## src/source/sub_pkg.sv

```systemverilog
// ~~~~~~~~~~~~~~~~~~~~~~~~~~~~~~~~~~~~~~~~~~~~~~~~~~~~~~~~~~~~
// Subtraction unit shared types
// ~~~~~~~~~~~~~~~~~~~~~~~~~~~~~~~~~~~~~~~~~~~~~~~~~~~~~~~~~~~~

`default_nettype none

package sub_pkg;

    // opcode field width
    localparam int SUB_OP_W = 2;

    // operation select
    typedef enum logic [SUB_OP_W-1:0] {
        // a - b
        OP_SUB  = 2'd0,
        // b - a
        OP_RSUB = 2'd1,
        // 0 - a
        OP_NEG  = 2'd2,
        // flags of a - b, result held
        OP_CMP  = 2'd3
    } sub_op_e;

endpackage : sub_pkg

`default_nettype wire

```

## src/source/sub_operand_stage.sv

```systemverilog
// ~~~~~~~~~~~~~~~~~~~~~~~~~~~~~~~~~~~~~~~~~~~~~~~~~~~~~~~~~~~~
// Subtraction unit operand register stage
// ~~~~~~~~~~~~~~~~~~~~~~~~~~~~~~~~~~~~~~~~~~~~~~~~~~~~~~~~~~~~

`timescale 1ns/1ps
`default_nettype none

module sub_operand_stage
    import sub_pkg::*;
#(
    parameter int WIDTH = 16
) (
    input  wire logic             clk,
    input  wire logic             rst,
    input  wire logic             in_valid,
    input  wire sub_op_e          op,
    input  wire logic [WIDTH-1:0] a,
    input  wire logic [WIDTH-1:0] b,
    output logic                  valid_q,
    output sub_op_e               op_q,
    output logic [WIDTH-1:0]      minuend,
    output logic [WIDTH-1:0]      subtrahend
);

    // strobe delayed by one cycle
    always_ff @(posedge clk) begin
        if (rst) begin
            valid_q <= 1'b0;
        end else begin
            valid_q <= in_valid;
        end
    end

    // operands only move on a strobe
    always_ff @(posedge clk) begin
        if (in_valid) begin
            op_q <= op;
            case (op)
                OP_RSUB: begin
                    minuend    <= b;
                    subtrahend <= a;
                end
                OP_NEG: begin
                    minuend    <= '0;
                    subtrahend <= a;
                end
                // subtract and compare share the same ordering
                default: begin
                    minuend    <= a;
                    subtrahend <= b;
                end
            endcase
        end
    end

endmodule : sub_operand_stage

`default_nettype wire

```

## src/source/brentkung_subtractor.sv

```systemverilog
// ~~~~~~~~~~~~~~~~~~~~~~~~~~~~~~~~~~~~~~~~~~~~~~~~~~~~~~~~~~~~
// Brent-Kung parallel prefix subtractor
// ~~~~~~~~~~~~~~~~~~~~~~~~~~~~~~~~~~~~~~~~~~~~~~~~~~~~~~~~~~~~

`timescale 1ns/1ps
`default_nettype none

module brentkung_subtractor #(
    parameter int WIDTH = 16
) (
    input  wire logic [WIDTH-1:0] minuend,
    input  wire logic [WIDTH-1:0] subtrahend,
    output logic [WIDTH-1:0]      diff,
    output logic                  carry_out,
    output logic                  overflow
);

    localparam int LOG_W = $clog2(WIDTH);
    // stage 0 holds bit terms, then up-sweep and down-sweep levels
    localparam int NUM_STAGES = 2 * LOG_W;
    localparam int LAST = NUM_STAGES - 1;

    logic [WIDTH-1:0] sub_inv;
    logic [WIDTH-1:0] g;
    logic [WIDTH-1:0] p;
    logic [WIDTH:0]   carry;

    // group generate / propagate per stage
    logic [NUM_STAGES-1:0][WIDTH-1:0] gs;
    logic [NUM_STAGES-1:0][WIDTH-1:0] ps;

    generate
        if ((WIDTH < 8) || ((1 << LOG_W) != WIDTH)) begin : g_width_check
            $error("brentkung_subtractor needs a power-of-two WIDTH of 8 or more");
        end
    endgenerate

    // two's complement: a + ~b + 1
    assign sub_inv = ~subtrahend;
    assign g       = minuend & sub_inv;
    assign p       = minuend ^ sub_inv;

    // carry-in of one folded into bit 0
    assign gs[0][0] = g[0] | p[0];
    assign ps[0][0] = 1'b0;

    genvar s, i;
    generate
        for (i = 1; i < WIDTH; i++) begin : g_bit
            assign gs[0][i] = g[i];
            assign ps[0][i] = p[i];
        end

        for (s = 1; s < NUM_STAGES; s++) begin : g_stage
            // span doubles going up, then halves coming down
            localparam int SPAN = (s <= LOG_W) ? (1 << (s - 1))
                                               : (1 << (NUM_STAGES - 1 - s));
            localparam bit UP = (s <= LOG_W);

            for (i = 0; i < WIDTH; i++) begin : g_node
                localparam bit ACTIVE = UP ? (((i + 1) % (2 * SPAN)) == 0)
                                           : ((((i + 1) % (2 * SPAN)) == SPAN) &&
                                              (i >= 2 * SPAN));
                if (ACTIVE) begin : g_combine
                    assign gs[s][i] = gs[s-1][i] | (ps[s-1][i] & gs[s-1][i-SPAN]);
                    assign ps[s][i] = ps[s-1][i] & ps[s-1][i-SPAN];
                end else begin : g_pass
                    assign gs[s][i] = gs[s-1][i];
                    assign ps[s][i] = ps[s-1][i];
                end
            end
        end
    endgenerate

    // prefix generate at bit i is the carry into bit i+1
    assign carry[0]       = 1'b1;
    assign carry[WIDTH:1] = gs[LAST];

    assign diff      = p ^ carry[WIDTH-1:0];
    // high means no borrow
    assign carry_out = carry[WIDTH];
    assign overflow  = carry[WIDTH] ^ carry[WIDTH-1];

endmodule : brentkung_subtractor

`default_nettype wire

```

## src/source/sub_result_stage.sv

```systemverilog
// ~~~~~~~~~~~~~~~~~~~~~~~~~~~~~~~~~~~~~~~~~~~~~~~~~~~~~~~~~~~~
// Subtraction unit result and flag stage
// ~~~~~~~~~~~~~~~~~~~~~~~~~~~~~~~~~~~~~~~~~~~~~~~~~~~~~~~~~~~~

`timescale 1ns/1ps
`default_nettype none

module sub_result_stage
    import sub_pkg::*;
#(
    parameter int WIDTH = 16
) (
    input  wire logic             clk,
    input  wire logic             rst,
    input  wire logic             valid_q,
    input  wire sub_op_e          op_q,
    input  wire logic [WIDTH-1:0] diff,
    input  wire logic             carry_out,
    input  wire logic             overflow,
    output logic [WIDTH-1:0]      result,
    output logic                  zero,
    output logic                  negative,
    output logic                  borrow,
    output logic                  ovf_flag,
    output logic                  out_valid
);

    always_ff @(posedge clk) begin
        if (rst) begin
            result    <= '0;
            zero      <= 1'b0;
            negative  <= 1'b0;
            borrow    <= 1'b0;
            ovf_flag  <= 1'b0;
            out_valid <= 1'b0;
        end else begin
            out_valid <= valid_q;
            if (valid_q) begin
                zero     <= (diff == '0);
                negative <= diff[WIDTH-1];
                borrow   <= ~carry_out;
                ovf_flag <= overflow;
                // compare only touches the flags
                if (op_q != OP_CMP) begin
                    result <= diff;
                end
            end
        end
    end

endmodule : sub_result_stage

`default_nettype wire

```

## src/source/sub_unit_top.sv

```systemverilog
// ~~~~~~~~~~~~~~~~~~~~~~~~~~~~~~~~~~~~~~~~~~~~~~~~~~~~~~~~~~~~
// Pipelined subtraction unit top level
// ~~~~~~~~~~~~~~~~~~~~~~~~~~~~~~~~~~~~~~~~~~~~~~~~~~~~~~~~~~~~

`timescale 1ns/1ps
`default_nettype none

module sub_unit_top
    import sub_pkg::*;
#(
    parameter int WIDTH = 16
) (
    input  wire logic             clk,
    input  wire logic             rst,
    input  wire logic             in_valid,
    input  wire sub_op_e          op,
    input  wire logic [WIDTH-1:0] a,
    input  wire logic [WIDTH-1:0] b,
    output logic [WIDTH-1:0]      result,
    output logic                  zero,
    output logic                  negative,
    output logic                  borrow,
    output logic                  ovf_flag,
    output logic                  out_valid
);

    // operand stage outputs
    logic             valid_q;
    sub_op_e          op_q;
    logic [WIDTH-1:0] minuend;
    logic [WIDTH-1:0] subtrahend;

    // prefix core outputs
    logic [WIDTH-1:0] diff;
    logic             carry_out;
    logic             overflow;

    sub_operand_stage #(
        .WIDTH(WIDTH)
    ) operand_i (
        .clk        (clk),
        .rst        (rst),
        .in_valid   (in_valid),
        .op         (op),
        .a          (a),
        .b          (b),
        .valid_q    (valid_q),
        .op_q       (op_q),
        .minuend    (minuend),
        .subtrahend (subtrahend)
    );

    brentkung_subtractor #(
        .WIDTH(WIDTH)
    ) core_i (
        .minuend    (minuend),
        .subtrahend (subtrahend),
        .diff       (diff),
        .carry_out  (carry_out),
        .overflow   (overflow)
    );

    sub_result_stage #(
        .WIDTH(WIDTH)
    ) result_i (
        .clk        (clk),
        .rst        (rst),
        .valid_q    (valid_q),
        .op_q       (op_q),
        .diff       (diff),
        .carry_out  (carry_out),
        .overflow   (overflow),
        .result     (result),
        .zero       (zero),
        .negative   (negative),
        .borrow     (borrow),
        .ovf_flag   (ovf_flag),
        .out_valid  (out_valid)
    );

endmodule : sub_unit_top

`default_nettype wire

```

## config.mk

```make
export PLATFORM = sky130hd
export DESIGN_NAME = sub_unit_top
export DESIGN_NICKNAME = d
export VERILOG_FILES = /design/src/source/sub_pkg.sv /design/src/source/sub_operand_stage.sv /design/src/source/brentkung_subtractor.sv /design/src/source/sub_result_stage.sv /design/src/source/sub_unit_top.sv
export SDC_FILE = /design/constraint.sdc
export NUM_CORES = 1
export LEC_CHECK = 0
export BUFFER_PORTS_ARGS = -buffer_cell sky130_fd_sc_hd__buf_4
export CORE_UTILIZATION = 55
export DETAILED_ROUTE_END_ITERATION = 10
export PLACE_DENSITY = 0.8
export SLEW_MARGIN = 15
export SYNTH_ARGS = -nofsm -noshare
export SYNTH_HDL_FRONTEND = slang
export SYNTH_SLANG_ARGS = --single-unit
```

## constraint.sdc

```tcl
create_clock -name clk -period 3.43 [get_ports clk]
set_input_delay 0.1715 -clock clk [delete_from_list [all_inputs] [get_ports clk]]
set_output_delay 0.1715 -clock clk [all_outputs]
set_load 0.01 [all_outputs]
```

**Word-level counts from Yosys, hierarchy flattened**

Index checks and enable logic that the tools add are counted.

- $add $sub $neg: 0
- Multiply operators: 0
- Div/mod/pow operators: 0
- Order comparisons: 0
- Eq/ne operators: 3
- Shift operators: 0
- Multiplexer cells: 2
- Bitwise gates (word level): 70
- Reductions and logical operators: 3

Operators by type and width:

| operator | count |
|---|---|
| $and 1x1->1 | 37 |
| $pmux 16 s2 | 1 |
| $xor 16x16->16 | 2 |
| $or 1x1->1 | 27 |
| $and 16x16->16 | 1 |
| $logic_not 16->1 | 1 |
| $mux 16 | 1 |
| $not 16->16 | 1 |
| $eq 2x1->1 const B | 1 |
| $eq 2x2->1 const B | 1 |
| $ne 2x2->1 const B | 1 |
| $reduce_and 2->1 | 1 |
| $reduce_or 2->1 | 1 |
| $not 1->1 | 1 |
| $xor 1x1->1 | 1 |

- Flip-flop bits (word level): 56
- Bits in latches: 0
- Bits in writable memories: 0
- ROM bits: 0
- Input port bits: 37
- Output and inout port bits: 21
- Memories kept: 0

**Longest topological paths before layout**

- Depth in word-level cells: 17
- Gate-level depth with buffers: 13

**Modules after synthesis**

Synthesis repeated with hierarchy kept, for this count alone.

- Cell total of the unflattened synthesis: 296
- Area, all modules: 3089.2 um^2

Modules (own cells, without submodules):

| module | instances | cells an instance | area each (um^2) | sequential area each (um^2) |
|---|---|---|---|---|
| sub_operand_stage | 1 | 109 | 1526.5 | 1041.0 |
| sub_result_stage | 1 | 91 | 823.3 | 420.4 |
| brentkung_subtractor | 1 | 96 | 739.5 | 0.0 |

**Worst setup path before layout**

No wires, ideal clock.

- Path kind: reg2reg
- Start point: reg operand_i.subtrahend[0]
- End point: reg result_i.zero
- Setup time: 70 ps
- Arrival: 2910 ps
- Setup slack: 450 ps
- Cell stages (with the launch flop): 13
- Path buffers: 0
- Cells stage by stage: edfxtp_1 ha_1 fa_1 or2b_1 a21oi_2 nand2b_1 a21boi_1 fa_1 nor4b_1 nand3b_1 nor3_1 nand4_1 a21oi_1

- Cells in the longest elaborated chain, start to end: 17

Ends and longest elaborated chain:

| item | line | text |
|---|---|---|
| from (decl) | sub_operand_stage.sv:22 | `output logic [WIDTH-1:0] subtrahend` |
| from (signal assigned) | sub_operand_stage.sv:41 | `subtrahend <= a;` |
| from (signal assigned) | sub_operand_stage.sv:45 | `subtrahend <= a;` |
| from (signal assigned) | sub_operand_stage.sv:50 | `subtrahend <= b;` |
| $not 16->16 * | brentkung_subtractor.sv:39 | `assign sub_inv = ~subtrahend;` |
| $and 16x16->16 or $xor 16x16->16 (tied branches) | brentkung_subtractor.sv:40, brentkung_subtractor.sv:41 |  |
| $or 1x1->1 | brentkung_subtractor.sv:44 | `assign gs[0][0] = g[0] \| p[0];` |
| $and 1x1->1 | brentkung_subtractor.sv:65 | `assign gs[s][i] = gs[s-1][i] \| (ps[s-1][i] & gs[s-1][i-SPAN]);` |
| $or 1x1->1 | brentkung_subtractor.sv:65 |  |
| $and 1x1->1 | brentkung_subtractor.sv:65 |  |
| $or 1x1->1 | brentkung_subtractor.sv:65 |  |
| $and 1x1->1 | brentkung_subtractor.sv:65 |  |
| $or 1x1->1 | brentkung_subtractor.sv:65 |  |
| $and 1x1->1 | brentkung_subtractor.sv:65 |  |
| $or 1x1->1 | brentkung_subtractor.sv:65 |  |
| $and 1x1->1 | brentkung_subtractor.sv:65 |  |
| $or 1x1->1 | brentkung_subtractor.sv:65 |  |
| $and 1x1->1 | brentkung_subtractor.sv:65 |  |
| $or 1x1->1 | brentkung_subtractor.sv:65 |  |
| $xor 16x16->16 * | brentkung_subtractor.sv:79 | `assign diff = p ^ carry[WIDTH-1:0];` |
| $logic_not 16->1 * | sub_result_stage.sv:39 | `zero <= (diff == '0);` |
| to (signal assigned) | sub_result_stage.sv:39 |  |
| to (decl) | sub_result_stage.sv:21 | `output logic zero,` |

Mark *: on every way between the ends. The rest lies on a longest branch, timed or not.
A chain may end at the register's enable or synchronous reset.

**Worst setup path after layout**

Ends and elaborated chain as after synthesis.

==> summary.txt <==
Synth
  – Main combinational cell family by area after synthesis: simple AND/OR/NAND/NOR gates
  – Xor and xnor fraction of the mapped netlist area: 2.07%
  – Post-synth design cell area: 2970 um^2
  – Most area-hungry cell type in the Yosys netlist: sky130_fd_sc_hd__edfxtp_1
  – Average cell area after synthesis: 10.5 um^2
  – Primary flip-flop cell chosen by synthesis mapping: sky130_fd_sc_hd__edfxtp_1
  – Cell variety after synth: 39
  – Share of flip-flops with an asynchronous set or reset: 0%
  – Number of enable-type register cells in the synthesized netlist: 34
  – Multiplexer share of the synthesized area: 6.41%
  – Number of synthesized register bits: 56
  – Synthesized-area fraction occupied by adder cells: 12.2%
  – Fraction of post-synthesis cell area in the top cell type by area: 34.4%
  – Synthesized instance count: 283
  – Most frequent cells after synthesis: sky130_fd_sc_hd__nand2_1, sky130_fd_sc_hd__edfxtp_1, sky130_fd_sc_hd__inv_1, sky130_fd_sc_hd__dfxtp_1
  – Count of yosys warnings during synthesis: 0
  – Post-synthesis net count: 344
  – Proportion of synthesized chip area in sequential cells: 49.3%
  – Synthesized-area fraction occupied by and/or/nand/nor cells: 13.4%
  – Most common cell in the netlist: sky130_fd_sc_hd__nand2_1
  – Largest cells by area after synthesis: sky130_fd_sc_hd__edfxtp_1, sky130_fd_sc_hd__dfxtp_1, sky130_fd_sc_hd__ha_1, sky130_fd_sc_hd__nand2_1, sky130_fd_sc_hd__mux2_2
  – Compound-gate portion of the synthesized area: 11.6%

Timing
  – Highest clock frequency the design can meet: 0.314 GHz
  – RSZ-0062 raised after global routing: no
  – Setup TNS: 0 ns
  – Period utilization: 92.9%
  – Final setup violating endpoints: 0
  – Minimum clock period: 3.19 ns
  – Post-route setup slack: 0.243 ns
  – Relative slew slack: 51.6%
  – Number of hold violations in the final report: 0
  – Slew Limit Fails: 0
  – Measured slew at the worst slew-check pin: 0.725 ns
  – Worst-case clock skew: 0.00485 ns

Placement
  – Pre-CTS worst setup slack: 0.238 ns
  – Post-DP HPWL: 4110 um
  – Buffers on Ports: 57
  – Placer congestion estimate: 0.796

Route
  – WL final: 5320 um
  – Via total after detailed routing: 2085
  – Violation count after the first detailed-routing iteration: 41
  – Number of search-and-repair iterations in the first detailed-routing pass: 4
  – Routed Antenna Nets: 0
  – DRC errors left: 0
  – Wire per inst: 13.1 um
  – Detail-routed via count per cell: 5.14

Flow run
  – Max Cap Viol: 0

Die
  – Initial Utilization: 57.7%
  – Area of the core: 5140 um^2
  – Row Count: 26
  – Die outline area: 5690 um^2
  – Floorplan die width: 75.4 um
  – Die H: 75.4 um
  – I/O pin cnt: 58

Setup path
  – Arrival time of the worst setup path: 3.43 ns
  – CP Capture Type: flop
  – Worst Path Max Fanout: 3
  – Kind of critical path: reg -> reg
  – Setup slack of the worst register-to-register path: 0.24 ns
  – Required arrival time at the worst endpoint: 3.67 ns
  – Critical path startpoint category: flop

Layout
  – Total Nets Final: 396
  – Fill count: 419
  – Fraction of final layout cells with drive strength greater than 1: 26.5%
  – Antenna Diode Count: 0
  – Area Overhead vs Synth: 19.2%
  – Layout Utilization: 68.7%

Clocking
  – Clock slew seen by the registers of the worst setup and hold paths: 0.09 ns
  – CTS Sinks: 56
  – Clock Latency Late Sink: 0.30 ns
  – Setup Fix Bufs, Post-CTS: 0
  – TritonCTS clock tree: done
  – Cts hold-fix bufs: 0
  – Cell at the root of the clock tree: sky130_fd_sc_hd__clkbuf_8
  – Number of instances resized during post-cts repair: 0
  – Buffer levels on the longest clock path: 2
  – Number of buffers inserted during clock tree synthesis: 5
  – Total number of H-tree levels: 2

Outcome
  – Result of the run: finished clean

Power
  – Power density cells: 479 nW/um^2
  – Leakage Power: 1.49 nW
  – IR Drop Worst-Case VDD: 0.000289 V
  – Total power: 0.00169 W

GRT
  – Largest net degree at the start of global routing: 49
  – Global-route wire length before repair: 8450 um
  – Grt ovf: 0
  – Number of antenna violations at the first check in global routing: 0
  – Overall global routing resource usage: 20.2%
  – Via count of the first global-routing pass: 1892

Hold path
  – Path class of the lowest-slack min-delay path: in -> reg
==> sequential cells by signal (all words and copies together), names as in the netlist <==
| register | count |
|---|---|
| operand_i.minuend | 16 |
| operand_i.op_q | 2 |
| operand_i.subtrahend | 16 |
| operand_i.valid_q | 1 |
| result_i.borrow | 1 |
| result_i.negative | 1 |
| result_i.out_valid | 1 |
| result_i.ovf_flag | 1 |
| result_i.result | 16 |
| result_i.zero | 1 |
==> report_power, final <==
group / switching, W / leakage, nW / internal, W
sequential: 0.0000317 / 0.511 / 0.000787
combinational: 0.000245 / 0.927 / 0.000215
clock: 0.000195 / 0.0524 / 0.000219
total: 0.000472 / 1.49 / 0.00122
==> layer usage <==
| metal | share of wire (%) | track usage, % | wire length, um | vias up |
|---|---|---|---|---|
| met2 | 48 | 33.6 | 2550 | 50 |
| met1 | 46 | 26.1 | 2470 | 954 |
| li1 | - | - | - | 1073 |
| met4 | 1.7 | 7.00 | 93 | 0 |
| met3 | 3.8 | 4.89 | 202 | 8 |
| met5 | 0 | 0 | 0 | - |
==> worst max-delay path, stage by stage (launching register included) <==
cell and delay (ns):
sky130_fd_sc_hd__edfxtp_1 0.38, sky130_fd_sc_hd__ha_1 0.23, sky130_fd_sc_hd__fa_1 0.44, sky130_fd_sc_hd__or2b_1 0.26, sky130_fd_sc_hd__a21oi_2 0.19, sky130_fd_sc_hd__nand2b_1 0.18, sky130_fd_sc_hd__a21boi_1 0.10, sky130_fd_sc_hd__fa_1 0.56
sky130_fd_sc_hd__nor4b_1 0.23, sky130_fd_sc_hd__nand3b_1 0.11, sky130_fd_sc_hd__nor3_1 0.19, sky130_fd_sc_hd__nand4_1 0.11, sky130_fd_sc_hd__a21oi_1 0.15
==> worst paths after layout <==
check,start,end,depth (start not counted)
setup reg to reg,operand_i.subtrahend[0]$_DFFE_PP_,result_i.zero$_SDFFE_PP0P_,12
hold reg to reg,result_i.result[10]$_SDFFE_PP0P_,result_i.result[10]$_SDFFE_PP0P_,2
hold / removal,op[1],operand_i.op_q[1]$_DFFE_PP_,1
setup / recovery,operand_i.subtrahend[0]$_DFFE_PP_,result_i.zero$_SDFFE_PP0P_,12
==> final cells by class <==
class | count | area, um^2 | share of cell area [%]
multi-input cells | 190 | 1350 | 38.3
clock buffers | 7 | 76.3 | 2.16
flip-flops and latches | 56 | 1460 | 41.4
inverters | 24 | 90.1 | 2.55
clock inverters | 1 | 30.0 | 0.850
well taps | 70 | 87.6 | 2.48
repair buffers | 58 | 435 | 12.3
==> cell usage in the layout, fill, tap and decap left out, types with 5 or more instances in the layout <==
cell type | Yosys | final
sky130_fd_sc_hd__buf_4 | 0 | 58
sky130_fd_sc_hd__nand2_1 | 52 | 52
sky130_fd_sc_hd__xnor2_1 | 6 | 6
sky130_fd_sc_hd__nor2_1 | 15 | 15
sky130_fd_sc_hd__a211oi_1 | 8 | 8
sky130_fd_sc_hd__ha_1 | 16 | 16
sky130_fd_sc_hd__inv_1 | 24 | 24
sky130_fd_sc_hd__o21ai_0 | 16 | 16
sky130_fd_sc_hd__dfxtp_1 | 22 | 22
sky130_fd_sc_hd__fa_1 | 8 | 8
sky130_fd_sc_hd__edfxtp_1 | 34 | 34
sky130_fd_sc_hd__clkbuf_8 | 0 | 5
sky130_fd_sc_hd__mux2_2 | 16 | 16
sky130_fd_sc_hd__a21oi_1 | 14 | 14
sky130_fd_sc_hd__nand2b_1 | 5 | 5
==> stage by stage <==
stage / hold WS, ns / instances / instance area [um^2]
floorplan: 0.243 / 283 / 2970
global placement: 0.361 / 398 / 3430
detailed placement: 0.365 / 398 / 3430
CTS: 0.0394 / 406 / 3530
global route: 0.0309 / 406 / 3530
finish: 0.0491 / 406 / 3530
==> logic make-up after synthesis <==
logic type,Yosys count
AOI/OAI and AO/OA,54
xor gates and xnor gates,7
adders and majority gates,24
buffers and inverters,37
DFF,56
muxes,17
and+or+nand+nor,88
No activity file was read; power rests on OpenSTA's default activity.
